--- config.mk ---
export PLATFORM = sky130hd
export DESIGN_NAME = fetch_stage
export DESIGN_NICKNAME = d
export VERILOG_FILES = /design/src/mips_pkg.sv /design/src/fetch_stage.sv
export SDC_FILE = /design/constraint.sdc
export NUM_CORES = 1
export LEC_CHECK = 0
export ABC_AREA = 1
export BUFFER_PORTS_ARGS = -buffer_cell sky130_fd_sc_hd__buf_2
export CAP_MARGIN = 30
export CORE_ASPECT_RATIO = 1.25
export CORE_MARGIN = 2
export CORE_UTILIZATION = 49
export DETAILED_ROUTE_END_ITERATION = 10
export PLACE_DENSITY = 0.8
export SYNTH_ARGS = -nofsm -noshare
export SYNTH_HDL_FRONTEND = slang
export SYNTH_SLANG_ARGS = --single-unit
--- constraint.sdc ---
create_clock -name clk -period 2.7 [get_ports clk]
set_input_delay 0.27 -clock clk [delete_from_list [all_inputs] [get_ports clk]]
set_output_delay 0.27 -clock clk [all_outputs]
set_load 0.02 [all_outputs]
--- src/mips_pkg.sv ---
// MIPS core package with widths, opcode and ALU enums, and decoded control fields
package mips_pkg;

    // ============================================================
    // Widths and sizes
    // ============================================================
    typedef logic [31:0] word_t;            // Data or address word
    typedef logic [4:0]  reg_idx_t;         // Register number

    localparam int NUM_SRC    = 2;          // rs and rt
    localparam int DMEM_WORDS = 256;        // Data memory depth
    localparam int DMEM_AW    = 8;          // Word address width

    // ============================================================
    // Encodings
    // ============================================================
    typedef enum logic [5:0] {
        OP_RTYPE = 6'h00,
        OP_J     = 6'h02,
        OP_BEQ   = 6'h04,
        OP_BNE   = 6'h05,
        OP_ADDIU = 6'h09,
        OP_ANDI  = 6'h0c,
        OP_ORI   = 6'h0d,
        OP_LUI   = 6'h0f,
        OP_LW    = 6'h23,
        OP_SW    = 6'h2b
    } opcode_e;

    typedef enum logic [5:0] {
        FN_ADDU = 6'h21,
        FN_SUBU = 6'h23,
        FN_AND  = 6'h24,
        FN_OR   = 6'h25,
        FN_SLT  = 6'h2a
    } funct_e;

    typedef enum logic [2:0] {
        ALU_ADD,                            // Also address generation
        ALU_SUB,
        ALU_AND,
        ALU_OR,
        ALU_SLT,                            // Signed compare
        ALU_LUI                             // Immediate into upper half
    } alu_op_e;

    typedef struct packed {
        logic    valid;                     // Real instruction, not a bubble
        alu_op_e alu_op;
        logic    use_imm;                   // Second ALU operand is the immediate
        logic    reg_write;                 // Never set for register zero
        logic    mem_read;
        logic    mem_write;
        logic    branch_eq;
        logic    branch_ne;
        logic    jump;
    } ctrl_t;

endpackage
--- src/fetch_stage.sv ---
// Instruction fetch with the PC register and the IF/ID pipeline register
`timescale 1ns/1ps

module fetch_stage import mips_pkg::*; (
    input  logic  clk,
    input  logic  reset,
    input  logic  redirect,                 // Taken branch or jump in EX
    input  word_t redirect_pc,
    input  logic  load_use_stall,
    input  word_t imem_data,
    output word_t imem_addr,
    output word_t id_inst,
    output word_t id_pc_plus4,
    output logic  id_valid
);
    word_t pc;
    word_t pc_plus4;

    assign imem_addr = pc;                  // Combinational instruction port
    assign pc_plus4  = pc + 32'd4;          // Predict not taken

    always_ff @(posedge clk) begin
        if (reset) begin
            pc <= '0;
        end else if (redirect) begin
            pc <= redirect_pc;              // Redirect wins over stall
        end else if (!load_use_stall) begin
            pc <= pc_plus4;
        end
    end

    // IF/ID register
    always_ff @(posedge clk) begin
        if (reset || redirect) begin
            id_valid <= 1'b0;               // Drop the wrong-path fetch
        end else if (!load_use_stall) begin
            id_valid <= 1'b1;
        end
    end

    always_ff @(posedge clk) begin
        if (!load_use_stall) begin
            id_inst     <= imem_data;
            id_pc_plus4 <= pc_plus4;
        end
    end

endmodule

==> results.rst <==
.. list-table::
   :header-rows: 1

   * - Metric
     - Value
   * - Total Neg Setup Slack
     - 0 ns
   * - Avg Synthesized Cell Area
     - 9.72 um^2
   * - Clock latency of the later-clocked register in the worst-skew pair
     - roughly 0.37 ns
   * - Biggest area contributors in the synthesized netlist
     - edfxtp_1 45%, dfxtp_1 15%, nand2_1 12%
   * - Overall routed net length
     - approximately 11 mm
   * - Post-synth top area share
     - 0.450
   * - Startpoint-to-endpoint class of the critical path
     - reg -> reg
   * - ANT nets after route
     - 0
   * - Hold depth
     - 1
   * - Number of placed cells counting well taps
     - 693
   * - Number of antenna violations at the first check in global routing
     - 0
   * - Leak
     - between 2 and 2.5 nW
   * - Post-CTS Setup Bufs
     - 0
   * - Count of pins on the block boundary
     - roughly 170
   * - Top_reg_cell synth
     - edfxtp_1
   * - DRC
     - 0
   * - Detail-routed net length per standard cell
     - about 15 um
   * - Die area
     - about 0.0095 mm^2
   * - Biggest area consumer among synthesized cells
     - edfxtp_1
   * - Category of the worst setup path launch point
     - register
   * - Number of pins exceeding their max-slew limit in the final report
     - 0
   * - Post-Syn Instances
     - 439
   * - Global-route wire length before repair
     - roughly 17 mm
   * - Most frequent cell after synthesis
     - nand2_1
   * - Hold_ws
     - between 0.07 and 0.08 ns
   * - Max Fclk
     - between 500 and 600 MHz
   * - Number of failing hold endpoints at the final stage
     - 0
   * - Post-CTS clock slew at the launch and capture registers of the worst setup and hold paths
     - 0.09 ns
   * - H-tree Lvls
     - 3
   * - # resized after CTS
     - 0
   * - Hold_buf cts
     - 0
   * - Number of nets at the end of the flow
     - 673
   * - Floorplan Core Area
     - between 0.008 and 0.009 mm^2
   * - Number of warnings issued by yosys
     - 0
   * - Async S/R FF share, synth
     - 0
   * - Worst reg2reg setup slack
     - just over 1 ns
   * - Initial DRC Count
     - 177
   * - Number of endpoints failing setup at the final stage
     - 0
   * - Crit path max fanout
     - 5
   * - Worst Max-Slew Pin Slew
     - around 0.85 ns
   * - Number of flip-flops and latches in the synthesized netlist
     - 97
   * - Hold worst-path end
     - id_inst[4]
   * - Via count of the first global-routing pass
     - approximately 3600
   * - Fraction of final layout cells with drive strength greater than 1
     - 0.353
   * - Remaining global-route overflow
     - 0
   * - Maximum root-to-sink buffer count
     - 2
   * - Multi-input gate area in the final layout
     - around 0.0014 mm^2
   * - Routability cong.
     - 0.858
   * - Post-synth EDFFs
     - 64
   * - Netlist Area Pre-Place
     - roughly 0.0043 mm^2
   * - Die W
     - roughly 87 um
   * - Arrival time worst endpoint
     - approximately 2.0 ns
   * - Pin count of the biggest net entering global routing
     - 66
   * - Type of the worst min-delay path
     - in -> reg
   * - Maximum resistive drop on vdd
     - about 340 uV
   * - Post-Layout Cell Count
     - 709
   * - Post-place setup slack
     - between 0.9 and 1 ns
   * - Category of the worst setup path capture point
     - register
   * - Initial cell density of the core
     - 0.499
   * - Start point of the worst min-delay path
     - imem_data[4]
   * - Max-cap violations
     - 0
   * - Area growth from synthesis to layout
     - 25.9%
   * - Outcome
     - complete, no violations
   * - Crit path required time
     - 2.99 ns
   * - Via count
     - between 3000 and 4000
   * - Number of CTS-inserted buffers
     - 9
   * - Seq/Total Area, Yosys
     - 0.605
   * - # diodes
     - 0
   * - Clock tree root driver cell
     - clkbuf_8
   * - RR Startpoint
     - imem_addr[3]
   * - Reg-to-reg endpoint
     - imem_addr[18]
   * - DPL Wire Length
     - roughly 8.0 mm
   * - Setup repair after global routing missed its margin
     - false
   * - TritonCTS clock tree
     - built
   * - Avg Vias per Cell
     - roughly 5
   * - Number of input and output port buffers inserted
     - approximately 160
   * - Sequential Area
     - between 0.002 and 0.003 mm^2
   * - Final worst path period need
     - 1.67 ns
   * - Post-route setup slack
     - 1.03 ns
   * - Number of fillers in the final layout
     - around 730
   * - Die Height
     - ~110 um
   * - Syn Nets
     - between 500 and 600
   * - Power per cell area
     - 579 mW/mm^2
   * - Total iterations of the first detailed-routing run
     - 4
   * - Std-Cell Rows
     - 38
   * - Post-synth top cells
     - 134 x nand2_1, 64 x edfxtp_1, 47 x inv_1
   * - Clock net sink count
     - 97
   * - Post-route fraction of the period consumed by the critical path
     - 0.620
   * - Final worst clock skew
     - 0.0102 ns
   * - Worst-case reg-to-reg path depth
     - 8
   * - Global-route usage over all layers
     - 0.230
   * - Number of unique standard cell types used by synthesis
     - 24
   * - Slew margin rel.
     - 0.431
layer usage:
layer / vias up / track usage / part of all wire
met5: - / 0 / 0
met2: 143 / 0.400 / 0.52
li1: 1747 / - / -
met3: 32 / 0.0420 / 0.060
met4: 0 / 0.144 / 0.034
met1: 1680 / 0.256 / 0.38
worst max-delay path by stage:
stage,start,endpoint,depth (start not counted)
2_1_floorplan,load_use_stall,imem_addr[2],7
3_3_place_gp,redirect,imem_addr[21],6
3_5_place_dp,redirect,imem_addr[29],6
4_1_cts,imem_addr[3],imem_addr[20],10
5_1_grt,imem_addr[3],imem_addr[20],10
6_report,imem_addr[3],imem_addr[18],8
layout by cell type, fill, tap and decap left out, drive strengths merged:
master	synthesis	routed
buf	7	168
a22o	8	8
bufinv	0	1
a21oi	21	21
nor2	49	49
xor2	11	11
a31oi	7	7
xnor2	4	4
and2	3	3
o21ai	18	18
dfxtp	33	33
ha	1	1
nand2	142	142
nand3	15	15
clkinv	0	3
edfxtp	64	64
clkinvlp	0	2
nor3	1	1
clkbuf	7	10
inv	48	48
final cells by class:
class | instances | area share
well taps | 100 | 0.0233
clock buffers | 10 | 0.0256
clock inverters | 6 | 0.0107
flip-flops and latches | 97 | 0.480
inverters | 48 | 0.0335
multi-input cells | 280 | 0.268
repair buffers | 168 | 0.158
through the flow:
stage               utilization  total power [mW]  instance area (um^2)
global route              0.628              3.23                  5380
detailed placement        0.605              2.22                  5180
finish                    0.628              3.11                  5380
global placement          0.605              2.20                  5180
CTS                       0.628              3.14                  5380
floorplan                     -              2.03                  4270
power by group:
part | internal [mW] | total (mW) | switching, mW | leakage, nW
combinational | 0.147 | 0.432 | 0.285 | 1.37
sequential | 1.69 | 1.75 | 0.0580 | 0.912
clock | 0.445 | 0.931 | 0.486 | 0.0934
worst max-delay path: stages (launching register included):
cell and delay (ns):
dfxtp_1 0.40, ha_1 0.23, nand2_1 0.08, nor2_2 0.16, nand2_4 0.12, nor2_4 0.19
xor2_2 0.21, nand2_1 0.07, a21oi_1 0.14
registers in the layout, summed over array words and instances (netlist names):
name	flops
id_inst	32
id_pc_plus4	32
imem_addr	32
id_valid	1
cells by family (layout without fill, tap and decap cells):
group	after synthesis	count (layout)	share of synthesized area
flip-flops	97	97	0.605
XOR/XNOR	15	15	0.0431
AO/OA/AOI/OAI	54	54	0.0724
AND/OR/NAND/NOR	210	210	0.219
buffers and inverters	62	232	0.0578
adder cells (fa/ha/maj)	1	1	0.00293
Power figures use the tool's default switching activity.
