[config.mk]
export PLATFORM = sky130hd
export DESIGN_NAME = operand_forward_flat
export DESIGN_NICKNAME = d
export VERILOG_FILES = /design/src/mips_pkg.sv /design/src/pipe_ifs.sv /design/src/operand_forward.sv /design/src/flat_wrapper.sv
export SDC_FILE = /design/constraint.sdc
export NUM_CORES = 1
export LEC_CHECK = 0
export ABC_AREA = 1
export BUFFER_PORTS_ARGS = -buffer_cell sky130_fd_sc_hd__buf_2
export CORE_ASPECT_RATIO = 0.75
export CORE_MARGIN = 10
export CORE_UTILIZATION = 36
export DETAILED_ROUTE_END_ITERATION = 7
export PLACE_DENSITY = 0.81
export SYNTH_ARGS = -nofsm -noshare
export SYNTH_HDL_FRONTEND = slang
export SYNTH_SLANG_ARGS = --single-unit
[constraint.sdc]
create_clock -name vclk -period 0.9
set_input_delay 0.045 -clock vclk [all_inputs]
set_output_delay 0.045 -clock vclk [all_outputs]
set_load 0.02 [all_outputs]
[src/mips_pkg.sv]
// MIPS core package with widths, opcode and ALU enums, and decoded control fields
package mips_pkg;

    // ============================================================
    // Widths and sizes
    // ============================================================
    typedef logic [31:0] word_t;            // Data or address word
    typedef logic [4:0]  reg_idx_t;         // Register number

    localparam int NUM_SRC    = 2;          // rs and rt
    localparam int DMEM_WORDS = 256;        // Data memory depth
    localparam int DMEM_AW    = 8;          // Word address width

    // ============================================================
    // Encodings
    // ============================================================
    typedef enum logic [5:0] {
        OP_RTYPE = 6'h00,
        OP_J     = 6'h02,
        OP_BEQ   = 6'h04,
        OP_BNE   = 6'h05,
        OP_ADDIU = 6'h09,
        OP_ANDI  = 6'h0c,
        OP_ORI   = 6'h0d,
        OP_LUI   = 6'h0f,
        OP_LW    = 6'h23,
        OP_SW    = 6'h2b
    } opcode_e;

    typedef enum logic [5:0] {
        FN_ADDU = 6'h21,
        FN_SUBU = 6'h23,
        FN_AND  = 6'h24,
        FN_OR   = 6'h25,
        FN_SLT  = 6'h2a
    } funct_e;

    typedef enum logic [2:0] {
        ALU_ADD,                            // Also address generation
        ALU_SUB,
        ALU_AND,
        ALU_OR,
        ALU_SLT,                            // Signed compare
        ALU_LUI                             // Immediate into upper half
    } alu_op_e;

    typedef struct packed {
        logic    valid;                     // Real instruction, not a bubble
        alu_op_e alu_op;
        logic    use_imm;                   // Second ALU operand is the immediate
        logic    reg_write;                 // Never set for register zero
        logic    mem_read;
        logic    mem_write;
        logic    branch_eq;
        logic    branch_ne;
        logic    jump;
    } ctrl_t;

endpackage
[src/pipe_ifs.sv]


interface bypass_if import mips_pkg::*; ();
    reg_idx_t ex_dest;
    logic     ex_write;
    logic     ex_load;                          // EX value is only an address
    word_t    ex_val;
    reg_idx_t mem_dest;
    logic     mem_write;
    word_t    mem_val;
    reg_idx_t wb_dest;
    logic     wb_write;
    word_t    wb_val;

    modport ex_src  (output ex_dest, ex_write, ex_load, ex_val, mem_dest, mem_write);
    modport mem_src (output mem_val, wb_dest, wb_write, wb_val);
    modport fwd     (input ex_dest, ex_write, ex_load, ex_val, mem_dest, mem_write,
                     mem_val, wb_dest, wb_write, wb_val);
endinterface

[src/operand_forward.sv]
// Bypass select and load-use detect for one source operand
`timescale 1ns/1ps

module operand_forward import mips_pkg::*; (
    input  reg_idx_t src_idx,
    input  word_t    rf_val,
    bypass_if.fwd    bypass,
    output word_t    operand,
    output logic     stall
);
    logic ex_hit;
    logic mem_hit;
    logic wb_hit;

    // Register zero never matches
    assign ex_hit  = (src_idx != '0) && bypass.ex_write  && (bypass.ex_dest  == src_idx);
    assign mem_hit = (src_idx != '0) && bypass.mem_write && (bypass.mem_dest == src_idx);
    assign wb_hit  = (src_idx != '0) && bypass.wb_write  && (bypass.wb_dest  == src_idx);

    // Youngest writer first
    always_comb begin
        if (ex_hit) begin
            operand = bypass.ex_val;
        end else if (mem_hit) begin
            operand = bypass.mem_val;       // Load data already selected
        end else if (wb_hit) begin
            operand = bypass.wb_val;        // Same-cycle register write
        end else begin
            operand = rf_val;
        end
    end

    // Load data is not ready until MEM, so hold decode one cycle
    assign stall = ex_hit && bypass.ex_load;

endmodule

[src/flat_wrapper.sv]
// flat-port wrapper written by rule: the top's interface ports become plain ports
module operand_forward_flat import mips_pkg::*;
  (src_idx, rf_val, operand, stall, bypass_ex_dest, bypass_ex_write, bypass_ex_load, bypass_ex_val, bypass_mem_dest, bypass_mem_write, bypass_mem_val, bypass_wb_dest, bypass_wb_write, bypass_wb_val);
  bypass_if bypass_i ();
  input  reg_idx_t src_idx;
  input  word_t rf_val;
  output word_t operand;
  output logic stall;
  input wire logic [$bits(bypass_i.ex_dest)-1:0] bypass_ex_dest;
  input wire logic [$bits(bypass_i.ex_write)-1:0] bypass_ex_write;
  input wire logic [$bits(bypass_i.ex_load)-1:0] bypass_ex_load;
  input wire logic [$bits(bypass_i.ex_val)-1:0] bypass_ex_val;
  input wire logic [$bits(bypass_i.mem_dest)-1:0] bypass_mem_dest;
  input wire logic [$bits(bypass_i.mem_write)-1:0] bypass_mem_write;
  input wire logic [$bits(bypass_i.mem_val)-1:0] bypass_mem_val;
  input wire logic [$bits(bypass_i.wb_dest)-1:0] bypass_wb_dest;
  input wire logic [$bits(bypass_i.wb_write)-1:0] bypass_wb_write;
  input wire logic [$bits(bypass_i.wb_val)-1:0] bypass_wb_val;
  assign bypass_i.ex_dest = bypass_ex_dest;
  assign bypass_i.ex_write = bypass_ex_write;
  assign bypass_i.ex_load = bypass_ex_load;
  assign bypass_i.ex_val = bypass_ex_val;
  assign bypass_i.mem_dest = bypass_mem_dest;
  assign bypass_i.mem_write = bypass_mem_write;
  assign bypass_i.mem_val = bypass_mem_val;
  assign bypass_i.wb_dest = bypass_wb_dest;
  assign bypass_i.wb_write = bypass_wb_write;
  assign bypass_i.wb_val = bypass_wb_val;
  operand_forward u_core (.src_idx(src_idx), .rf_val(rf_val), .bypass(bypass_i), .operand(operand), .stall(stall));
endmodule
==> impl_metrics.env <==
export IMPL_grt_setup_unrepaired="yes"
export IMPL_ff_latch_area_um2=0
export IMPL_synth_area_top_cells="nand2_1, nand3_1, inv_1, nand3_2, buf_6"
export IMPL_synth_avg_cell_area_um2=4.85
export IMPL_ant_nets=0
export IMPL_finalInstanceArea_um2=4140
export IMPL_crit_type="in -> out"
export IMPL_drc_errors=0
export IMPL_cp_slowest_stage_delay_ns=0.16
export IMPL_worstMarginPinSlew_ns=0.188
export IMPL_syn2layout_area_growth_pct=104
export IMPL_hold_class="in -> out"
export IMPL_antenna_found_initial=0
export IMPL_path_cells="buf_2, inv_4, nand2_2, nand2_2, nand2_2, nor2_4, buf_12, nand2_8, buf_12, nand2_2, nand3_2, nand2_1, nand2_2, buf_4"
export IMPL_status="finished with violations"
export IMPL_dieArea_um2=9080
export IMPL_finalCriticalPeriod_ns=1.40
export IMPL_crit_path_start_kind="input pin"
export IMPL_drive_above_1_share_pct=60.9
export IMPL_p_per_area_nw_per_um2=449
export IMPL_design_seq_count=0
export IMPL_routedWlPerCell_um=16.1
export IMPL_critPathMaxFanout=6
export IMPL_crit_slowest_cell="buf_12"
export IMPL_slew_headroom_pct=87.4
export IMPL_ys_warn_count=0
export IMPL_setup_viol=33
export IMPL_timing_setup_tns_ns=-14.23
export IMPL_grt_pass1_vias=3453
export IMPL_first_iter_violations=124
export IMPL_port_buffers=185
export IMPL_drt_pass1_iterations=4
export IMPL_core_area_um2=5410
export IMPL_clkbuf_count=0
export IMPL_viasPerCell=4.86
export IMPL_cp_required_ns=0.85
export IMPL_synth_top_cells_by_count="nand2_1, nand3_1, inv_1"
export IMPL_track_usage_pct=20.9
export IMPL_insertedDiodeCount=0
export IMPL_multi_input_area_um2=1930
export IMPL_fmaxAchievable_mhz=716
export IMPL_fin_ws_ns=-0.496
export IMPL_maxCapViolCount=0
export IMPL_grt_max_degree=33
export IMPL_synth_top_cell_area_share_pct=35.3
export IMPL_final_util_pct=76.5
export IMPL_n_fill_cell=414
export IMPL_leakagePower_nw=2.45
export IMPL_synth_distinct_cells=19
export IMPL_ioPinCount=185
export IMPL_seq_area_frac_synth_pct=0
export IMPL_fp_dieH_um=85.0
export IMPL_crit_path_frequent_cell="nand2_2"
export IMPL_dp_hpwl_mm=7.94
export IMPL_row_count=23
export IMPL_hold_viol_final=0
export IMPL_arrival_ns=1.35
export IMPL_wirelength_mm=11.0
export IMPL_overflow=0
export IMPL_drv_slew=0
export IMPL_synthCells=419
export IMPL_power_mw=1.86
export IMPL_syn_nets=571
export IMPL_place_gp_congestion=0.868
export IMPL_vdd_drop_max_uv=310
export IMPL_initial_utilization_pct=37.5
export IMPL_grt_first_pass_wirelength_mm=16.3
export IMPL_period_share_pct=155
export IMPL_cp_end_kind="output port"
export IMPL_final_nets=765
export IMPL_synth_top_area_cell="nand2_1"
export IMPL_failed_checks="negative setup slack"
export IMPL_die_w_um=107
export IMPL_vias=3332
export IMPL_placed_cell_area_um2=3310
export IMPL_holdWs_ns=0.379
export IMPL_netlist_area_um2=2030
export IMPL_synth_most_common_cell="nand2_1"
## critical path, delay by kind of cell
family        cells  cell delay, ns
simple gates      9            0.69
buf+inv           5            0.61
## report_power, final
group | internal (mW) | switching [mW] | leakage, nW
combinational | 0.921 | 0.938 | 2.45
sequential | 0 | 0 | 0
clock | 0 | 0 | 0
total | 0.921 | 0.938 | 2.45
## metrics by stage
step,cells,setup slack (ns)
6_report,686,-0.496
5_1_grt,686,-0.583
4_1_cts,682,-0.464
3_5_place_dp,670,-0.585
3_3_place_gp,670,-0.552
2_1_floorplan,419,-0.0752
## placed cells by master (no fill, tap or decap), drive strengths merged
master / n
a21boi: 2
buf: 213
clkbuf: 3
clkinv: 10
inv: 73
nand2: 196
nand3: 101
nor2: 8
o21a: 1
or2: 2
xnor2: 2
## logic make-up after synthesis
group / after synthesis / share of synthesized area, %
AO/OA/AOI/OAI: 3 / 1.11
XOR/XNOR: 2 / 0.863
buffers and inverters: 107 / 25.4
AND/OR/NAND/NOR: 307 / 72.6
## final cells by class
type	count	area share, %
inverter	83	8.76
multi-input combinational	312	46.5
timing repair buffer	216	42.4
tap	75	2.27
## layer usage
layer | global-route usage (%) | vias to the layer above | routed length (µm)
met3 | 6.19 | 14 | 1100
met2 | 38.7 | 168 | 5550
met4 | 3.31 | 0 | 126
met5 | 0 | - | 0
met1 | 23.4 | 1502 | 4250
li1 | - | 1648 | -
## repair_timing
action	in CTS	in global routing
pin swaps	29	19
gates resized for setup	121	47
setup buffers	8	2
hold buffers	0	0
gates cloned	4	3
endpoints found under the setup margin	33	33
## path summary, 6_finish.rpt
kind	depth (start not counted)	slack, ns	from	endpoint
hold / removal	4	0.38	bypass_ex_val[16]	operand[16]
setup / recovery	14	-0.50	bypass_wb_dest[2]	operand[10]
Note: power is estimated with default switching activity, not from simulation.
