### config.mk
export PLATFORM = sky130hd
export DESIGN_NAME = execute_stage_flat
export DESIGN_NICKNAME = d
export VERILOG_FILES = /design/src/mips_pkg.sv /design/src/pipe_ifs.sv /design/src/execute_stage.sv /design/src/flat_wrapper.sv
export SDC_FILE = /design/constraint.sdc
export NUM_CORES = 1
export LEC_CHECK = 0
export BUFFER_PORTS_ARGS = -buffer_cell sky130_fd_sc_hd__buf_2
export CAP_MARGIN = 25
export CORE_UTILIZATION = 30
export DETAILED_ROUTE_END_ITERATION = 10
export GPL_ROUTABILITY_DRIVEN = 0
export SYNTH_ARGS = -nofsm -noshare
export SYNTH_HDL_FRONTEND = slang
export SYNTH_SLANG_ARGS = --single-unit
### constraint.sdc
create_clock -name clk -period 11.8 [get_ports clk]
set_clock_uncertainty 0.15 [all_clocks]
set_input_delay 2.95 -clock clk [delete_from_list [all_inputs] [get_ports clk]]
set_output_delay 2.95 -clock clk [all_outputs]
set_load 0.01 [all_outputs]
### src/mips_pkg.sv
// MIPS core package with widths, opcode and ALU enums, and decoded control fields
package mips_pkg;

    // ============================================================
    // Widths and sizes
    // ============================================================
    typedef logic [31:0] word_t;            // Data or address word
    typedef logic [4:0]  reg_idx_t;         // Register number

    localparam int NUM_SRC    = 2;          // rs and rt
    localparam int DMEM_WORDS = 256;        // Data memory depth
    localparam int DMEM_AW    = 8;          // Word address width

    // ============================================================
    // Encodings
    // ============================================================
    typedef enum logic [5:0] {
        OP_RTYPE = 6'h00,
        OP_J     = 6'h02,
        OP_BEQ   = 6'h04,
        OP_BNE   = 6'h05,
        OP_ADDIU = 6'h09,
        OP_ANDI  = 6'h0c,
        OP_ORI   = 6'h0d,
        OP_LUI   = 6'h0f,
        OP_LW    = 6'h23,
        OP_SW    = 6'h2b
    } opcode_e;

    typedef enum logic [5:0] {
        FN_ADDU = 6'h21,
        FN_SUBU = 6'h23,
        FN_AND  = 6'h24,
        FN_OR   = 6'h25,
        FN_SLT  = 6'h2a
    } funct_e;

    typedef enum logic [2:0] {
        ALU_ADD,                            // Also address generation
        ALU_SUB,
        ALU_AND,
        ALU_OR,
        ALU_SLT,                            // Signed compare
        ALU_LUI                             // Immediate into upper half
    } alu_op_e;

    typedef struct packed {
        logic    valid;                     // Real instruction, not a bubble
        alu_op_e alu_op;
        logic    use_imm;                   // Second ALU operand is the immediate
        logic    reg_write;                 // Never set for register zero
        logic    mem_read;
        logic    mem_write;
        logic    branch_eq;
        logic    branch_ne;
        logic    jump;
    } ctrl_t;

endpackage
### src/pipe_ifs.sv
// Decode-to-execute issue bundle and the in-flight result bypass bundle
`timescale 1ns/1ps

interface issue_if import mips_pkg::*; ();
    ctrl_t                   ctrl;
    word_t                   pc_plus4;
    word_t                   imm;               // Already sign or zero extended
    word_t                   branch_target;
    word_t                   jump_target;
    reg_idx_t                dest;
    reg_idx_t [NUM_SRC-1:0]  src_idx;           // Zero when the operand is unused
    word_t    [NUM_SRC-1:0]  src_val;           // Raw register file values

    modport dec (output ctrl, pc_plus4, imm, branch_target, jump_target, dest, src_idx, src_val);
    modport exe (input ctrl, pc_plus4, imm, branch_target, jump_target, dest);
endinterface

interface bypass_if import mips_pkg::*; ();
    reg_idx_t ex_dest;
    logic     ex_write;
    logic     ex_load;                          // EX value is only an address
    word_t    ex_val;
    reg_idx_t mem_dest;
    logic     mem_write;
    word_t    mem_val;
    reg_idx_t wb_dest;
    logic     wb_write;
    word_t    wb_val;

    modport ex_src  (output ex_dest, ex_write, ex_load, ex_val, mem_dest, mem_write);
    modport mem_src (output mem_val, wb_dest, wb_write, wb_val);
    modport fwd     (input ex_dest, ex_write, ex_load, ex_val, mem_dest, mem_write,
                     mem_val, wb_dest, wb_write, wb_val);
endinterface

### src/execute_stage.sv
// ID/EX register, ALU, branch and jump resolution, and EX/MEM register
`timescale 1ns/1ps

module execute_stage import mips_pkg::*; (
    input  logic                 clk,
    input  logic                 reset,
    issue_if.exe                 issue,
    input  word_t [NUM_SRC-1:0]  operand,
    input  logic  [NUM_SRC-1:0]  src_stall,
    bypass_if.ex_src             bypass,
    output logic                 redirect,
    output word_t                redirect_pc,
    output logic                 load_use_stall,
    output ctrl_t                mem_ctrl,
    output word_t                mem_addr,
    output word_t                mem_wdata,
    output reg_idx_t             mem_dest
);
    ctrl_t                ex_ctrl;
    word_t                ex_pc_plus4;
    word_t                ex_imm;
    word_t                ex_branch_target;
    word_t                ex_jump_target;
    reg_idx_t             ex_dest;
    word_t [NUM_SRC-1:0]  ex_opnd;
    word_t                alu_b;
    word_t                alu_out;
    logic                 br_taken;

    assign load_use_stall = |src_stall;

    // ============================================================
    // ID/EX register
    // ============================================================
    always_ff @(posedge clk) begin
        if (reset || redirect || load_use_stall) begin
            ex_ctrl <= '0;                  // Bubble
        end else begin
            ex_ctrl <= issue.ctrl;
        end
    end

    always_ff @(posedge clk) begin
        ex_pc_plus4      <= issue.pc_plus4;
        ex_imm           <= issue.imm;
        ex_branch_target <= issue.branch_target;
        ex_jump_target   <= issue.jump_target;
        ex_dest          <= issue.dest;
        ex_opnd          <= operand;        // Forwarded values
    end

    // ============================================================
    // ALU and branch resolution
    // ============================================================
    assign alu_b = ex_ctrl.use_imm ? ex_imm : ex_opnd[1];

    always_comb begin
        case (ex_ctrl.alu_op)
            ALU_ADD: alu_out = ex_opnd[0] + alu_b;
            ALU_SUB: alu_out = ex_opnd[0] - alu_b;
            ALU_AND: alu_out = ex_opnd[0] & alu_b;
            ALU_OR:  alu_out = ex_opnd[0] | alu_b;
            ALU_SLT: alu_out = {31'b0, $signed(ex_opnd[0]) < $signed(alu_b)};
            ALU_LUI: alu_out = {alu_b[15:0], 16'h0};
            default: alu_out = '0;
        endcase
    end

    assign br_taken = (ex_ctrl.branch_eq && (ex_opnd[0] == ex_opnd[1])) ||
                      (ex_ctrl.branch_ne && (ex_opnd[0] != ex_opnd[1]));
    assign redirect = ex_ctrl.valid && (br_taken || ex_ctrl.jump);  // Bubble follows

    // Resolved next PC of the EX instruction
    assign redirect_pc = ex_ctrl.jump ? ex_jump_target :
                         br_taken     ? ex_branch_target : ex_pc_plus4;

    // ============================================================
    // EX/MEM register
    // ============================================================
    always_ff @(posedge clk) begin
        if (reset) begin
            mem_ctrl <= '0;
        end else begin
            mem_ctrl <= ex_ctrl;
        end
    end

    always_ff @(posedge clk) begin
        mem_addr  <= alu_out;               // Also the ALU result
        mem_wdata <= ex_opnd[1];            // Store data from rt
        mem_dest  <= ex_dest;
    end

    assign bypass.ex_dest   = ex_dest;
    assign bypass.ex_write  = ex_ctrl.reg_write;
    assign bypass.ex_load   = ex_ctrl.mem_read;
    assign bypass.ex_val    = alu_out;
    assign bypass.mem_dest  = mem_dest;
    assign bypass.mem_write = mem_ctrl.reg_write;

endmodule

### src/flat_wrapper.sv
// flat-port wrapper written by rule: the top's interface ports become plain ports
module execute_stage_flat import mips_pkg::*;
  (clk, reset, operand, src_stall, redirect, redirect_pc, load_use_stall, mem_ctrl, mem_addr, mem_wdata, mem_dest, issue_ctrl, issue_pc_plus4, issue_imm, issue_branch_target, issue_jump_target, issue_dest, bypass_ex_dest, bypass_ex_write, bypass_ex_load, bypass_ex_val, bypass_mem_dest, bypass_mem_write);
  issue_if issue_i ();
  bypass_if bypass_i ();
  input  logic clk;
  input  logic reset;
  input  word_t [NUM_SRC-1:0] operand;
  input  logic  [NUM_SRC-1:0] src_stall;
  output logic redirect;
  output word_t redirect_pc;
  output logic load_use_stall;
  output ctrl_t mem_ctrl;
  output word_t mem_addr;
  output word_t mem_wdata;
  output reg_idx_t mem_dest;
  input wire logic [$bits(issue_i.ctrl)-1:0] issue_ctrl;
  input wire logic [$bits(issue_i.pc_plus4)-1:0] issue_pc_plus4;
  input wire logic [$bits(issue_i.imm)-1:0] issue_imm;
  input wire logic [$bits(issue_i.branch_target)-1:0] issue_branch_target;
  input wire logic [$bits(issue_i.jump_target)-1:0] issue_jump_target;
  input wire logic [$bits(issue_i.dest)-1:0] issue_dest;
  output wire logic [$bits(bypass_i.ex_dest)-1:0] bypass_ex_dest;
  output wire logic [$bits(bypass_i.ex_write)-1:0] bypass_ex_write;
  output wire logic [$bits(bypass_i.ex_load)-1:0] bypass_ex_load;
  output wire logic [$bits(bypass_i.ex_val)-1:0] bypass_ex_val;
  output wire logic [$bits(bypass_i.mem_dest)-1:0] bypass_mem_dest;
  output wire logic [$bits(bypass_i.mem_write)-1:0] bypass_mem_write;
  assign issue_i.ctrl = issue_ctrl;
  assign issue_i.pc_plus4 = issue_pc_plus4;
  assign issue_i.imm = issue_imm;
  assign issue_i.branch_target = issue_branch_target;
  assign issue_i.jump_target = issue_jump_target;
  assign issue_i.dest = issue_dest;
  assign bypass_ex_dest = bypass_i.ex_dest;
  assign bypass_ex_write = bypass_i.ex_write;
  assign bypass_ex_load = bypass_i.ex_load;
  assign bypass_ex_val = bypass_i.ex_val;
  assign bypass_mem_dest = bypass_i.mem_dest;
  assign bypass_mem_write = bypass_i.mem_write;
  execute_stage u_core (.clk(clk), .reset(reset), .issue(issue_i), .operand(operand), .src_stall(src_stall), .bypass(bypass_i), .redirect(redirect), .redirect_pc(redirect_pc), .load_use_stall(load_use_stall), .mem_ctrl(mem_ctrl), .mem_addr(mem_addr), .mem_wdata(mem_wdata), .mem_dest(mem_dest));
endmodule
==> impl_results.md <==
- Endpoints failing setup: 0
- Setup crit end kind: output port
- Die W: 205 µm
- Critical R2R Capture: u_core.mem_addr[23]
- DPL Wire Length: 34.0 mm
- Worst path required time: 8.70 ns
- Slew Viols, Final: 0
- CTS H-tree depth: 1
- F_max: 0.122 GHz
- Hold Crit Class: reg -> reg
- Yosys reg bits: 288
- Critical path launch point type: flip-flop
- Worst setup slack after layout: 3.64 ns
- Unrepaired setup endpoints after global routing: no
- Via count: 10.6k
- CTS tree: yes
- VDD IR max: 147 µV
- Area Overhead vs Synth: 27.0%
- Row cnt: 73
- Dpl cell area: 14500 µm²
- Reg area: 5770 µm²
- R2r startpoint: u_core.ex_ctrl[6]
- Clock Latency Late Sink: 0.59 ns
- Number of DRC markers in iteration 0: 732
- Mapped Cells: 1263
- Syn Area/Cell: 9.75 µm²
- Antenna Nets Post-Route: 0
- Switch Pwr: 0.734 mW
- End of the worst hold path: u_core.bypass.mem_dest[2]
- Total placed cells including tap cells: 2100
- Vias in the first global route: 10.0k
- Sequential group share of total power: 42.7%
- Worst-Margin Slew: 0.871 ns
- Setup TNS Final: 0 ns
- Buffers on Ports: 370
- Root Buffer Master: clkbuf_16
- Post-cts repair resize count: 0
- Worst slack at placement: 3.96 ns
- WL/cell: 19.8 µm
- Post-CTS Hold Fix Bufs: 0
- Max-Cap Viols: 0
- FF-to-FF path depth: 11
- Synthesized area: 12300 µm²
- Max_slew headroom: 41.4%
- Largest net degree at the start of global routing: 66
- CTS sink cnt: 288
- Clock power frac: 38.2%
- Leak: 7.35 nW
- Multi-input gate area: 5840 µm²
- Design Area, Final: 15600 µm²
- Synth Flop Type: dfxtp_1
- Sequential area share after synthesis: 46.8%
- Logic pwr share: 19.1%
- Post-layout util: 39.0%
- Post-synth cell types: 74
- EDFF count, synth: 0
- Asr flop ratio synth: 0%
- Crit path time final: 8.16 ns
- Number of buffers created by CTS: 31
- Clock buffer depth: 3
- CTS clk-pin slew, worst paths: 0.06 ns
- N_diodes: 0
- Setup CP Type: reg -> out
- P_int: 1.79 mW
- Total wire length: 42.8 mm
- Crit share post-route: 69.2%
- Tot GR Track Use: 19.9%
- Vias/cell: 4.89
- GRT overflow: 0
- First-pass GRT wire length: 62.1 mm
- Num ports: 371
- DR DRC count: 0
- Pre-antenna DRT Iters: 6
- Synthesized Nets: 1575
- Post-Layout Cell Count: 2157
- Arrival time at the worst endpoint: 5.06 ns
- Filler Cell Count: 4010
- Starting Density: 30.7%
- Pwr dens: 162 nW/µm²
- Outcome: finished, final reports clean
- Antenna violations before repair: 8
- Total core area: 40100 µm²
- Hold Crit Depth: 0
- HP Start: u_core.bypass.ex_dest[2]
- CP Max Fanout: 17
- Switching Fraction: 29.0%
- Warnings, synthesis: 0
- Final Hold Viols: 0
- Die area: 41800 µm²
- Nets: 1922
- Layout cells sized above 1: 28.9%
- Die Ht: 205 µm
- R2R Setup Slk: 7.23 ns
- Setup bufs post-CTS: 0
[placed cells by master (no fill, tap or decap), types with 13 or more instances in the layout]
master     count
o21ai_0       81
ha_1          98
nor2b_1       13
clkbuf_16     31
nand2_1       90
nand3_1       14
mux2i_1       63
inv_1         95
buf_2        370
nor3_1        18
nor2_1        77
a211oi_1      20
nor4_1        15
a21oi_1       73
o211ai_1      19
dfxtp_1      285
and2_1        13
xor2_1        42
xnor2_1       21
[per-layer routing]
metal | track usage, % | vias up | part of all wire, % | wire, µm
met1 | 23.6 | 4869 | 38 | 16400
met4 | 5.92 | 12 | 3.0 | 1300
met3 | 5.19 | 84 | 9.7 | 4140
met2 | 35.0 | 565 | 49 | 20900
met5 | 0 | - | 0.19 | 80
li1 | - | 5028 | - | -
[flip-flops by register name, indices dropped and copies added, names as in the netlist]
name                     count
u_core.ex_branch_target     32
u_core.bypass.mem_dest       5
u_core.ex_ctrl               9
u_core.mem_addr             32
u_core.ex_imm               32
u_core.bypass.ex_write       1
u_core.ex_pc_plus4          32
u_core.ex_jump_target       32
u_core.bypass.ex_dest        5
u_core.ex_opnd              64
u_core.bypass.ex_load        1
u_core.bypass.mem_write      1
u_core.mem_ctrl             10
u_core.mem_wdata            32
[area by class of cell]
class	count	share of cell area [%]
flip-flops and latches	288	36.9
clock inverters	15	1.12
repair buffers	377	12.4
inverters	103	2.47
multi-input cells	809	37.4
well taps	525	4.20
clock buffers	40	5.44
[critical path, stage by stage, from the launching register on]
cell and delay [ns]:
dfxtp_2 0.71, mux2i_1 0.77, ha_1 0.52, a21oi_1 0.32, o221ai_2 0.16, a211oi_2 0.32
o31ai_4 0.17, a311oi_2 0.47, nor2_1 0.07, a21oi_1 0.17, xnor2_1 0.13, o221ai_1 0.44
buf_2 0.22
[worst max path at each step]
stage	start	endpoint	slack [ns]	depth (start not counted)
2_1_floorplan	u_core.ex_ctrl[6]	bypass_ex_val[27]	5.00	14
5_1_grt	u_core.ex_ctrl[6]	bypass_ex_val[23]	3.48	12
4_1_cts	u_core.ex_ctrl[6]	bypass_ex_val[23]	3.28	12
3_3_place_gp	u_core.ex_ctrl[6]	bypass_ex_val[23]	4.04	12
6_report	u_core.ex_ctrl[6]	bypass_ex_val[23]	3.64	12
3_5_place_dp	u_core.ex_ctrl[6]	bypass_ex_val[23]	3.96	12
[logic make-up after synthesis]
family	after synthesis	share of synthesized area [%]
adder cells (fa/ha/maj)	100	10.3
flip-flops	288	46.8
AND/OR/NAND/NOR	278	10.6
multiplexers	75	6.49
AO/OA/AOI/OAI	293	15.5
XOR/XNOR	63	4.48
buffers and inverters	166	5.81
[per-stage QoR]
step / hold slack (ns) / power (mW)
2_1_floorplan: 0.210 / 1.38
3_3_place_gp: 0.186 / 1.58
3_5_place_dp: 0.186 / 1.58
4_1_cts: 0.197 / 2.56
5_1_grt: 0.196 / 2.65
6_report: 0.198 / 2.53
[cell usage after synthesis (7+ instances only)]
cell type  count  area share [%]
a211oi_1      20             1.2
a21o_1         7            0.43
a21oi_1       73             3.0
and2_1        13            0.66
buf_1          7            0.21
buf_2         12            0.49
buf_4         10            0.61
clkbuf_1      28            0.85
dfxtp_1      288              47
ha_1          98              10
inv_1         95             2.9
mux2_2         8            0.73
mux2i_1       64             5.2
nand2_1       90             2.7
nand3_1       14            0.57
nand4_1       12            0.61
nor2_1        77             2.3
nor2b_1       13            0.66
nor3_1        19            0.77
nor4_1        15            0.76
o211ai_1      19             1.2
o21ai_0       81             3.3
o21ai_1        7            0.28
o21bai_1       9            0.55
o221ai_1      12            0.85
xnor2_1       21             1.5
xor2_1        42             3.0
[power by group through the flow]
stage	clock network (mW)	registers (mW)	logic, mW
after floorplan	0	1.11	0.267
after global placement	0	1.10	0.475
after detailed placement	0	1.10	0.477
after CTS	0.994	1.08	0.479
after global routing	1.03	1.09	0.526
final	0.966	1.08	0.482
No activity file was read; power rests on OpenSTA's default activity.
