`src/mips_pkg.sv`:
```
// MIPS core package with widths, opcode and ALU enums, and decoded control fields
package mips_pkg;

    // ============================================================
    // Widths and sizes
    // ============================================================
    typedef logic [31:0] word_t;            // Data or address word
    typedef logic [4:0]  reg_idx_t;         // Register number

    localparam int NUM_SRC    = 2;          // rs and rt
    localparam int DMEM_WORDS = 256;        // Data memory depth
    localparam int DMEM_AW    = 8;          // Word address width

    // ============================================================
    // Encodings
    // ============================================================
    typedef enum logic [5:0] {
        OP_RTYPE = 6'h00,
        OP_J     = 6'h02,
        OP_BEQ   = 6'h04,
        OP_BNE   = 6'h05,
        OP_ADDIU = 6'h09,
        OP_ANDI  = 6'h0c,
        OP_ORI   = 6'h0d,
        OP_LUI   = 6'h0f,
        OP_LW    = 6'h23,
        OP_SW    = 6'h2b
    } opcode_e;

    typedef enum logic [5:0] {
        FN_ADDU = 6'h21,
        FN_SUBU = 6'h23,
        FN_AND  = 6'h24,
        FN_OR   = 6'h25,
        FN_SLT  = 6'h2a
    } funct_e;

    typedef enum logic [2:0] {
        ALU_ADD,                            // Also address generation
        ALU_SUB,
        ALU_AND,
        ALU_OR,
        ALU_SLT,                            // Signed compare
        ALU_LUI                             // Immediate into upper half
    } alu_op_e;

    typedef struct packed {
        logic    valid;                     // Real instruction, not a bubble
        alu_op_e alu_op;
        logic    use_imm;                   // Second ALU operand is the immediate
        logic    reg_write;                 // Never set for register zero
        logic    mem_read;
        logic    mem_write;
        logic    branch_eq;
        logic    branch_ne;
        logic    jump;
    } ctrl_t;

endpackage
```
`src/pipe_ifs.sv`:
```
// Decode-to-execute issue bundle and the in-flight result bypass bundle
`timescale 1ns/1ps

interface issue_if import mips_pkg::*; ();
    ctrl_t                   ctrl;
    word_t                   pc_plus4;
    word_t                   imm;               // Already sign or zero extended
    word_t                   branch_target;
    word_t                   jump_target;
    reg_idx_t                dest;
    reg_idx_t [NUM_SRC-1:0]  src_idx;           // Zero when the operand is unused
    word_t    [NUM_SRC-1:0]  src_val;           // Raw register file values

    modport dec (output ctrl, pc_plus4, imm, branch_target, jump_target, dest, src_idx, src_val);
    modport exe (input ctrl, pc_plus4, imm, branch_target, jump_target, dest);
endinterface


```
`src/decode_stage.sv`:
```
// Instruction decode into control fields, immediates, targets and register reads
`timescale 1ns/1ps

module decode_stage import mips_pkg::*; (
    input  word_t                  id_inst,
    input  word_t                  id_pc_plus4,
    input  logic                   id_valid,
    input  word_t    [NUM_SRC-1:0] rf_data,
    output reg_idx_t [NUM_SRC-1:0] rf_idx,
    issue_if.dec                   issue
);
    opcode_e     opcode;
    funct_e      funct;
    reg_idx_t    rs;
    reg_idx_t    rt;
    reg_idx_t    dest;
    logic [15:0] imm16;
    word_t       imm_sext;
    logic        use_rs;
    logic        use_rt;
    logic        zero_ext;
    logic        legal;
    ctrl_t       dec;

    assign opcode   = opcode_e'(id_inst[31:26]);
    assign funct    = funct_e'(id_inst[5:0]);
    assign rs       = id_inst[25:21];
    assign rt       = id_inst[20:16];
    assign imm16    = id_inst[15:0];
    assign imm_sext = {{16{imm16[15]}}, imm16};

    always_comb begin
        dec      = '0;
        use_rs   = 1'b1;                    // Most formats read rs
        use_rt   = 1'b0;
        zero_ext = 1'b0;
        legal    = 1'b1;
        dest     = rt;                      // I-type writes rt
        case (opcode)
            OP_RTYPE: begin
                use_rt        = 1'b1;
                dest          = id_inst[15:11];
                dec.reg_write = 1'b1;
                case (funct)
                    FN_ADDU: dec.alu_op = ALU_ADD;
                    FN_SUBU: dec.alu_op = ALU_SUB;
                    FN_AND:  dec.alu_op = ALU_AND;
                    FN_OR:   dec.alu_op = ALU_OR;
                    FN_SLT:  dec.alu_op = ALU_SLT;
                    default: legal = 1'b0;  // Includes the all-zero no-op
                endcase
            end
            OP_ADDIU: begin
                dec.use_imm   = 1'b1;
                dec.reg_write = 1'b1;
            end
            OP_ANDI: begin
                dec.alu_op    = ALU_AND;
                dec.use_imm   = 1'b1;
                dec.reg_write = 1'b1;
                zero_ext      = 1'b1;
            end
            OP_ORI: begin
                dec.alu_op    = ALU_OR;
                dec.use_imm   = 1'b1;
                dec.reg_write = 1'b1;
                zero_ext      = 1'b1;
            end
            OP_LUI: begin
                use_rs        = 1'b0;
                dec.alu_op    = ALU_LUI;
                dec.use_imm   = 1'b1;
                dec.reg_write = 1'b1;
                zero_ext      = 1'b1;
            end
            OP_LW: begin
                dec.use_imm   = 1'b1;       // Address is rs plus offset
                dec.reg_write = 1'b1;
                dec.mem_read  = 1'b1;
            end
            OP_SW: begin
                use_rt        = 1'b1;       // Store data
                dec.use_imm   = 1'b1;
                dec.mem_write = 1'b1;
            end
            OP_BEQ: begin
                use_rt        = 1'b1;
                dec.branch_eq = 1'b1;
            end
            OP_BNE: begin
                use_rt        = 1'b1;
                dec.branch_ne = 1'b1;
            end
            OP_J: begin
                use_rs   = 1'b0;
                dec.jump = 1'b1;
            end
            default: legal = 1'b0;
        endcase
        dec.valid = legal & id_valid;
        if (!dec.valid) begin
            dec = '0;                       // Invalid decodes as a bubble
        end else if (dest == '0) begin
            dec.reg_write = 1'b0;
        end
    end

    // Unused sources read as register zero, which never forwards or stalls
    assign rf_idx[0] = (use_rs && dec.valid) ? rs : '0;
    assign rf_idx[1] = (use_rt && dec.valid) ? rt : '0;

    assign issue.ctrl          = dec;
    assign issue.pc_plus4      = id_pc_plus4;
    assign issue.imm           = zero_ext ? {16'h0, imm16} : imm_sext;
    assign issue.branch_target = id_pc_plus4 + {imm_sext[29:0], 2'b00};
    assign issue.jump_target   = {id_pc_plus4[31:28], id_inst[25:0], 2'b00};
    assign issue.dest          = dest;
    assign issue.src_idx       = rf_idx;
    assign issue.src_val       = rf_data;

endmodule

```
`src/flat_wrapper.sv`:
```
// flat-port wrapper written by rule: the top's interface ports become plain ports
module decode_stage_flat import mips_pkg::*;
  (id_inst, id_pc_plus4, id_valid, rf_data, rf_idx, issue_ctrl, issue_pc_plus4, issue_imm, issue_branch_target, issue_jump_target, issue_dest, issue_src_idx, issue_src_val);
  issue_if issue_i ();
  input  word_t id_inst;
  input  word_t id_pc_plus4;
  input  logic id_valid;
  input  word_t    [NUM_SRC-1:0] rf_data;
  output reg_idx_t [NUM_SRC-1:0] rf_idx;
  output wire logic [$bits(issue_i.ctrl)-1:0] issue_ctrl;
  output wire logic [$bits(issue_i.pc_plus4)-1:0] issue_pc_plus4;
  output wire logic [$bits(issue_i.imm)-1:0] issue_imm;
  output wire logic [$bits(issue_i.branch_target)-1:0] issue_branch_target;
  output wire logic [$bits(issue_i.jump_target)-1:0] issue_jump_target;
  output wire logic [$bits(issue_i.dest)-1:0] issue_dest;
  output wire logic [$bits(issue_i.src_idx)-1:0] issue_src_idx;
  output wire logic [$bits(issue_i.src_val)-1:0] issue_src_val;
  assign issue_ctrl = issue_i.ctrl;
  assign issue_pc_plus4 = issue_i.pc_plus4;
  assign issue_imm = issue_i.imm;
  assign issue_branch_target = issue_i.branch_target;
  assign issue_jump_target = issue_i.jump_target;
  assign issue_dest = issue_i.dest;
  assign issue_src_idx = issue_i.src_idx;
  assign issue_src_val = issue_i.src_val;
  decode_stage u_core (.id_inst(id_inst), .id_pc_plus4(id_pc_plus4), .id_valid(id_valid), .rf_data(rf_data), .rf_idx(rf_idx), .issue(issue_i));
endmodule
```
`config.mk`:
```
export PLATFORM = sky130hd
export DESIGN_NAME = decode_stage_flat
export DESIGN_NICKNAME = d
export VERILOG_FILES = /design/src/mips_pkg.sv /design/src/pipe_ifs.sv /design/src/decode_stage.sv /design/src/flat_wrapper.sv
export SDC_FILE = /design/constraint.sdc
export NUM_CORES = 1
export LEC_CHECK = 0
export BUFFER_PORTS_ARGS = -buffer_cell sky130_fd_sc_hd__buf_2
export CORE_AREA = 5 5 137 139
export DETAILED_ROUTE_END_ITERATION = 10
export DIE_AREA = 0 0 142 144
export PLACE_DENSITY = 0.62
export SLEW_MARGIN = 5
export SYNTH_ARGS = -nofsm -noshare
export SYNTH_HDL_FRONTEND = slang
export SYNTH_SLANG_ARGS = --single-unit
export TNS_END_PERCENT = 1
```
`constraint.sdc`:
```
create_clock -name vclk -period 3.8
set_clock_uncertainty 0.15 [all_clocks]
set_input_delay 0.76 -clock vclk [all_inputs]
set_output_delay 0.76 -clock vclk [all_outputs]
set_load 0.03 [all_outputs]
```
==> results of run 1 <==
## worst max-delay path by stage
stage	startpoint	endpoint	slack, ps	depth (start not counted)
2_1_floorplan	id_inst[0]	issue_branch_target[28]	-100	11
3_3_place_gp	id_inst[0]	issue_branch_target[28]	-530	13
3_5_place_dp	id_inst[0]	issue_branch_target[28]	-530	13
4_1_cts	id_pc_plus4[2]	issue_branch_target[28]	-300	13
5_1_grt	id_pc_plus4[2]	issue_branch_target[24]	-330	14
6_report	id_pc_plus4[2]	issue_branch_target[28]	-210	13
## cells in the mapped netlist (3+ instances only)
library cell and count:
nand4_1 4, nor2_1 29, or3_1 3, a21o_1 11, xor2_1 11, and2_1 7
o211ai_1 5, a21oi_2 3, nand2b_1 7, nor3_1 6, o21bai_1 5, a211oi_1 4
a21oi_1 30, nor4_1 3, mux2_2 4, buf_4 172, xnor2_1 16, ha_1 29
nand2_1 31, o21a_1 3, and3_1 3, inv_1 19, o21ai_0 18, clkbuf_1 5
nand3_1 6
## layer usage
| metal | wire length, µm | GRT usage [%] | vias to the layer above |
|---|---|---|---|
| met1 | 4560 | 12.1 | 1494 |
| met3 | 1090 | 1.95 | 30 |
| met4 | 267 | 2.42 | 0 |
| li1 | - | - | 1678 |
| met5 | 0 | 0 | - |
| met2 | 5780 | 18.4 | 147 |
## repair_timing
item | 4_1_cts | 5_1_grt
setup buffers | 1 | 1
gates resized for setup | 40 | 7
hold buffers | 0 | 0
cloned | 0 | 0
endpoints found under the hold margin | 0 | 0
endpoints found under the setup margin | 13 | 16
pin swaps | 8 | 4
## cells by family (layout without fill, tap and decap cells)
group	Yosys count	in the layout	share of synthesized area, %
other	1	2	0.110
adder cells (fa/ha/maj)	31	31	11.6
buffers and inverters	197	298	40.8
XOR/XNOR	27	27	6.96
AND/OR/NAND/NOR	114	114	17.8
multiplexers	6	6	2.10
AO/OA/AOI/OAI	101	101	20.7
## through the flow
stage / hold WS [ps] / TNS, ps / std cells / total power (µW) / setup slack [ps]
after floorplan: 1490 / -153 / 478 / 771 / -102
after global placement: 1370 / -3200 / 806 / 874 / -534
after detailed placement: 1370 / -3200 / 806 / 877 / -527
after CTS: 1370 / -1410 / 807 / 932 / -303
after global routing: 1370 / -2440 / 808 / 1000 / -330
final: 1370 / -973 / 808 / 931 / -206
## power by group
part / switching (µW) / internal, µW / leakage (µW)
clock: 0 / 0 / 0
sequential: 0 / 0 / 0
combinational: 585 / 346 / 0.00219
total: 585 / 346 / 0.00219
## layout make-up
class,count,area [µm²],share of cell area (%)
repair buffers,279,1610,38.9
well taps,229,287,6.91
multi-input cells,281,2180,52.5
inverters,19,71.3,1.72
==> impl_metrics.ini, run 1 <==
[outcome]
status = complete, but fails checks
violations = negative setup slack

[power]
powerDensity_nw_per_um2 = 224
leakage_uw = 0.00219
vdd_drop_max_mv = 0.0936

[floorplan]
dieArea_um2 = 20400
die_x_um = 142
placeableCoreArea_um2 = 17500
start_util_pct = 19.4
die_height_um = 144
ios = 357
num_rows = 49

[worst_setup_path]
crit_path_start_kind = input port
worstPathBufferInverterCount = 3
timing.critical_path.slowest_cell_delay_ps = 370
arrival_ps = 3100
cp_slowest_cell = fa_2
cp_top_family = compound AO/OA/AOI/OAI gates
critPathMaxFanout = 2
path_cells = buf_8, ha_4, inv_2, fa_2, nand2b_4, a21oi_4, o2111ai_4, a2111oi_4, o21a_1, nor2_2, a31oi_4, mux2_4, buf_6
cp-end-kind = primary output
critPathKind = in -> out
required_ps = 2890

[finish]
syn2layout_area_growth_pct = 22.1
final_area_um2 = 4150
fill_cells = 1969
fin_nets = 740
seq_area_um2 = 0
final_common_cell = buf_2
clock_buffers = 0
antenna_cells = 0
fin_util_pct = 23.7
drive_gt1_share_pct = 55.1
final_cell_mix = 208 x buf_2, 62 x buf_4, 30 x nand2_1
seq_cell_count = 0

[global_route]
track_usage_pct = 10.1
grt_pass1_vias = 3090
grt_start_max_net_pins = 17
overflow = 0
antenna_found_initial = 0
grt_pass1_wl_um = 16700

[sta]
timing.final.ws_setup_ps = -206
timing.slew.headroom_pct = 31.3
fmax_mhz = 250
finalCriticalPeriod_ps = 4010
finalCritPeriodShare_pct = 105
rsz0062_at_grt = yes
tightestPinTransition_ps = 1030
setup_viol = 7
final-hold-violation-count = 0
slew_violations = 0

[synth]
synth_area_leaders = buf_4 38%, ha_1 11%, a21oi_1 4.4%
synth_cells = 477
syn-mean-instance-area_um2 = 7.12
synth_cell_type_count = 64
netlist.top_cell.by_area = buf_4
synth.top_cell.area_share_pct = 38.0
synth_warnings = 0
syn-cell-area_um2 = 3400
synth-seq-area-share_pct = 0

[routing]
dr.pass1.iters = 4
drc = 0
via_per_inst = 4.14
num_vias = 3349
dr.first_iter.drc_count = 95
ant_nets = 0
routed_wl_um = 11700
routedWlPerCell_um = 14.5

[min_path]
min_to = issue_src_val[24]
hold_depth = 0
hold_start = rf_data[24]
hold_path_class = in -> out

[placement]
place_congestion = 0.892
dpl_cell_area_um2 = 3930
port-buffer-count = 221
detailedPlacementHpwl_um = 10400

[flow_run]
cap_violations = 0
Power figures use the tool's default switching activity.
==> run 2, diff against run 1 <==
--- a/config.mk
+++ b/config.mk
@@ -5,11 +5,12 @@
 export SDC_FILE = /design/constraint.sdc
 export NUM_CORES = 1
 export LEC_CHECK = 0
+export ABC_AREA = 1
 export BUFFER_PORTS_ARGS = -buffer_cell sky130_fd_sc_hd__buf_2
-export CORE_AREA = 5 5 137 139
+export CORE_AREA = 5 5 135 137
 export DETAILED_ROUTE_END_ITERATION = 10
-export DIE_AREA = 0 0 142 144
-export PLACE_DENSITY = 0.62
+export DIE_AREA = 0 0 140 142
+export PLACE_DENSITY = 0.67
 export SLEW_MARGIN = 5
 export SYNTH_ARGS = -nofsm -noshare
 export SYNTH_HDL_FRONTEND = slang
==> run 2 against run 1 <==
The run now ends clean. Fmax grew 10%. First-iteration DRC count grew 80%. Global-route usage grew 2.7 points. Critical path type unchanged. Sequential cell count is the same. Synthesized cell count grew 55%. Largest power group unchanged. Die area shrank 2.8%. Critical endpoint is now issue_branch_target[16].
==> impl_metrics.ini, run 2 <==
[outcome]
status = finished clean

[finish]
final_cell_mix = 220 x buf_2, 218 x nand2_1, 130 x inv_1
syn2layout_area_growth_pct = 2.54
seq_area_um2 = 0
drive_gt1_share_pct = 29.4
seq_cell_count = 0
fill_cells = 1969
multi_input_area_um2 = 2150
antenna_cells = 0
clock_buffers = 0
final_common_cell = buf_2
fin_nets = 948

[synth]
netlist.top_cell.by_area = buf_4
synth.top_cell.area_share_pct = 32.6
yosysMostFrequentCell = nand2_1
synth_area_leaders = buf_4 33%, nand2_1 21%, inv_1 12%
syn-mean-instance-area_um2 = 5.34
synth-seq-area-share_pct = 0
synth_cells = 737
synth_cell_type_count = 27
synth_warnings = 0
syn-cell-area_um2 = 3940
netlist_top_cells_count = 218 x nand2_1, 171 x buf_4, 130 x inv_1, 79 x nor2_1, 37 x nand3_1

[routing]
dr.pass1.iters = 5
drc = 0
via_per_inst = 4.10
ant_nets = 0
num_vias = 4151
routedWlPerCell_um = 13.6
routed_wl_um = 13800
dr.first_iter.drc_count = 171

[floorplan]
die_x_um = 140
num_rows = 48
start_util_pct = 23.3
ios = 357
dieArea_um2 = 19900
placeableCoreArea_um2 = 16900
die_height_um = 142

[power]
powerDensity_nw_per_um2 = 200
switchingPower_uw = 579
switching_share_pct = 71.6
clkPwrFrac_pct = 0
p_total_uw = 808
leakage_uw = 0.00277
intPower_uw = 230
vdd_drop_max_mv = 0.0646
pwr-share-comb_pct = 100.0
p_seq_share_pct = 0

[sta]
fin_tns_setup_ps = 0
slew_violations = 0
finalCritPeriodShare_pct = 95.5
fmax_mhz = 275
setup_viol = 0
finalCriticalPeriod_ps = 3630
rsz0062_at_grt = no
final-hold-violation-count = 0

[cts]
cts_hold_buf = 0

[global_route]
track_usage_pct = 12.7
antenna_found_initial = 0
grt_pass1_wl_um = 20600
grt_start_max_net_pins = 20
overflow = 0
grt_pass1_vias = 3945

[min_path]
hold_start = rf_data[31]
hold_path_class = in -> out

[placement]
detailedPlacementHpwl_um = 12600
place_congestion = 0.906
port-buffer-count = 221

[worst_setup_path]
arrival_ps = 2720
cp-end-kind = primary output
required_ps = 2890
crit_path_start_kind = input port
critPathMaxFanout = 6
crit_start = id_inst[0]
critPathKind = in -> out

[flow_run]
cap_violations = 0
==> run 2: power by group through the flow <==
stage	sequential [µW]	clock (µW)	combinational (µW)
2_1_floorplan	0	0	756
3_3_place_gp	0	0	816
3_5_place_dp	0	0	817
4_1_cts	0	0	820
5_1_grt	0	0	886
6_report	0	0	808
==> run 2: critical path, stage by stage <==
cell and delay, ps:
buf_2 140, ha_1 220, inv_1 70, fa_1 430
nor3_1 290, nor2_1 120, nor2_1 140, nor2_1 80
xnor2_1 220, buf_2 240
==> run 2: timing repair <==
item,in CTS,in global routing
buffers inserted,0,0
gates resized for setup,0,2
endpoints found under the setup margin,0,1
==> run 2: final timing paths <==
| check | depth (start not counted) | to | slack (ps) |
|---|---|---|---|
| worst min-delay path | 0 | issue_src_val[31] | 1370 |
| worst max-delay path | 10 | issue_branch_target[16] | 170 |
==> run 2: cell type report <==
cell class         count  share of cell area [%]
inverters            131                    12.2
multi-input cells    434                    53.2
well taps            225                    6.97
repair buffers       222                    27.6
==> run 2: per-layer routing <==
| layer | GRT usage [%] | wire length, µm | vias up |
|---|---|---|---|
| li1 | - | - | 2143 |
| met1 | 14.2 | 5420 | 1778 |
| met2 | 25.1 | 6940 | 180 |
| met3 | 1.88 | 1040 | 50 |
| met4 | 3.26 | 378 | 0 |
| met5 | 0 | 0 | - |
==> run 2: metrics by stage <==
stage	utilization (%)	hold WS, ps	worst slack [ps]	instances	cell area (µm²)
global route	23.8	1370	2.29	1012	4040
global placement	23.8	1370	198	1012	4030
floorplan	-	1500	470	738	3940
finish	23.8	1370	169	1012	4040
detailed placement	23.8	1370	147	1012	4030
CTS	23.8	1370	129	1012	4030
==> run 2: kinds of logic after synthesis <==
| logic type | share of synthesized area [%] |
|---|---|
| compound gates | 4.57 |
| xor+xnor | 3.56 |
| fa+ha+maj | 9.72 |
| buf+inv | 45.6 |
| other cells | 0.0952 |
| simple gates | 36.4 |
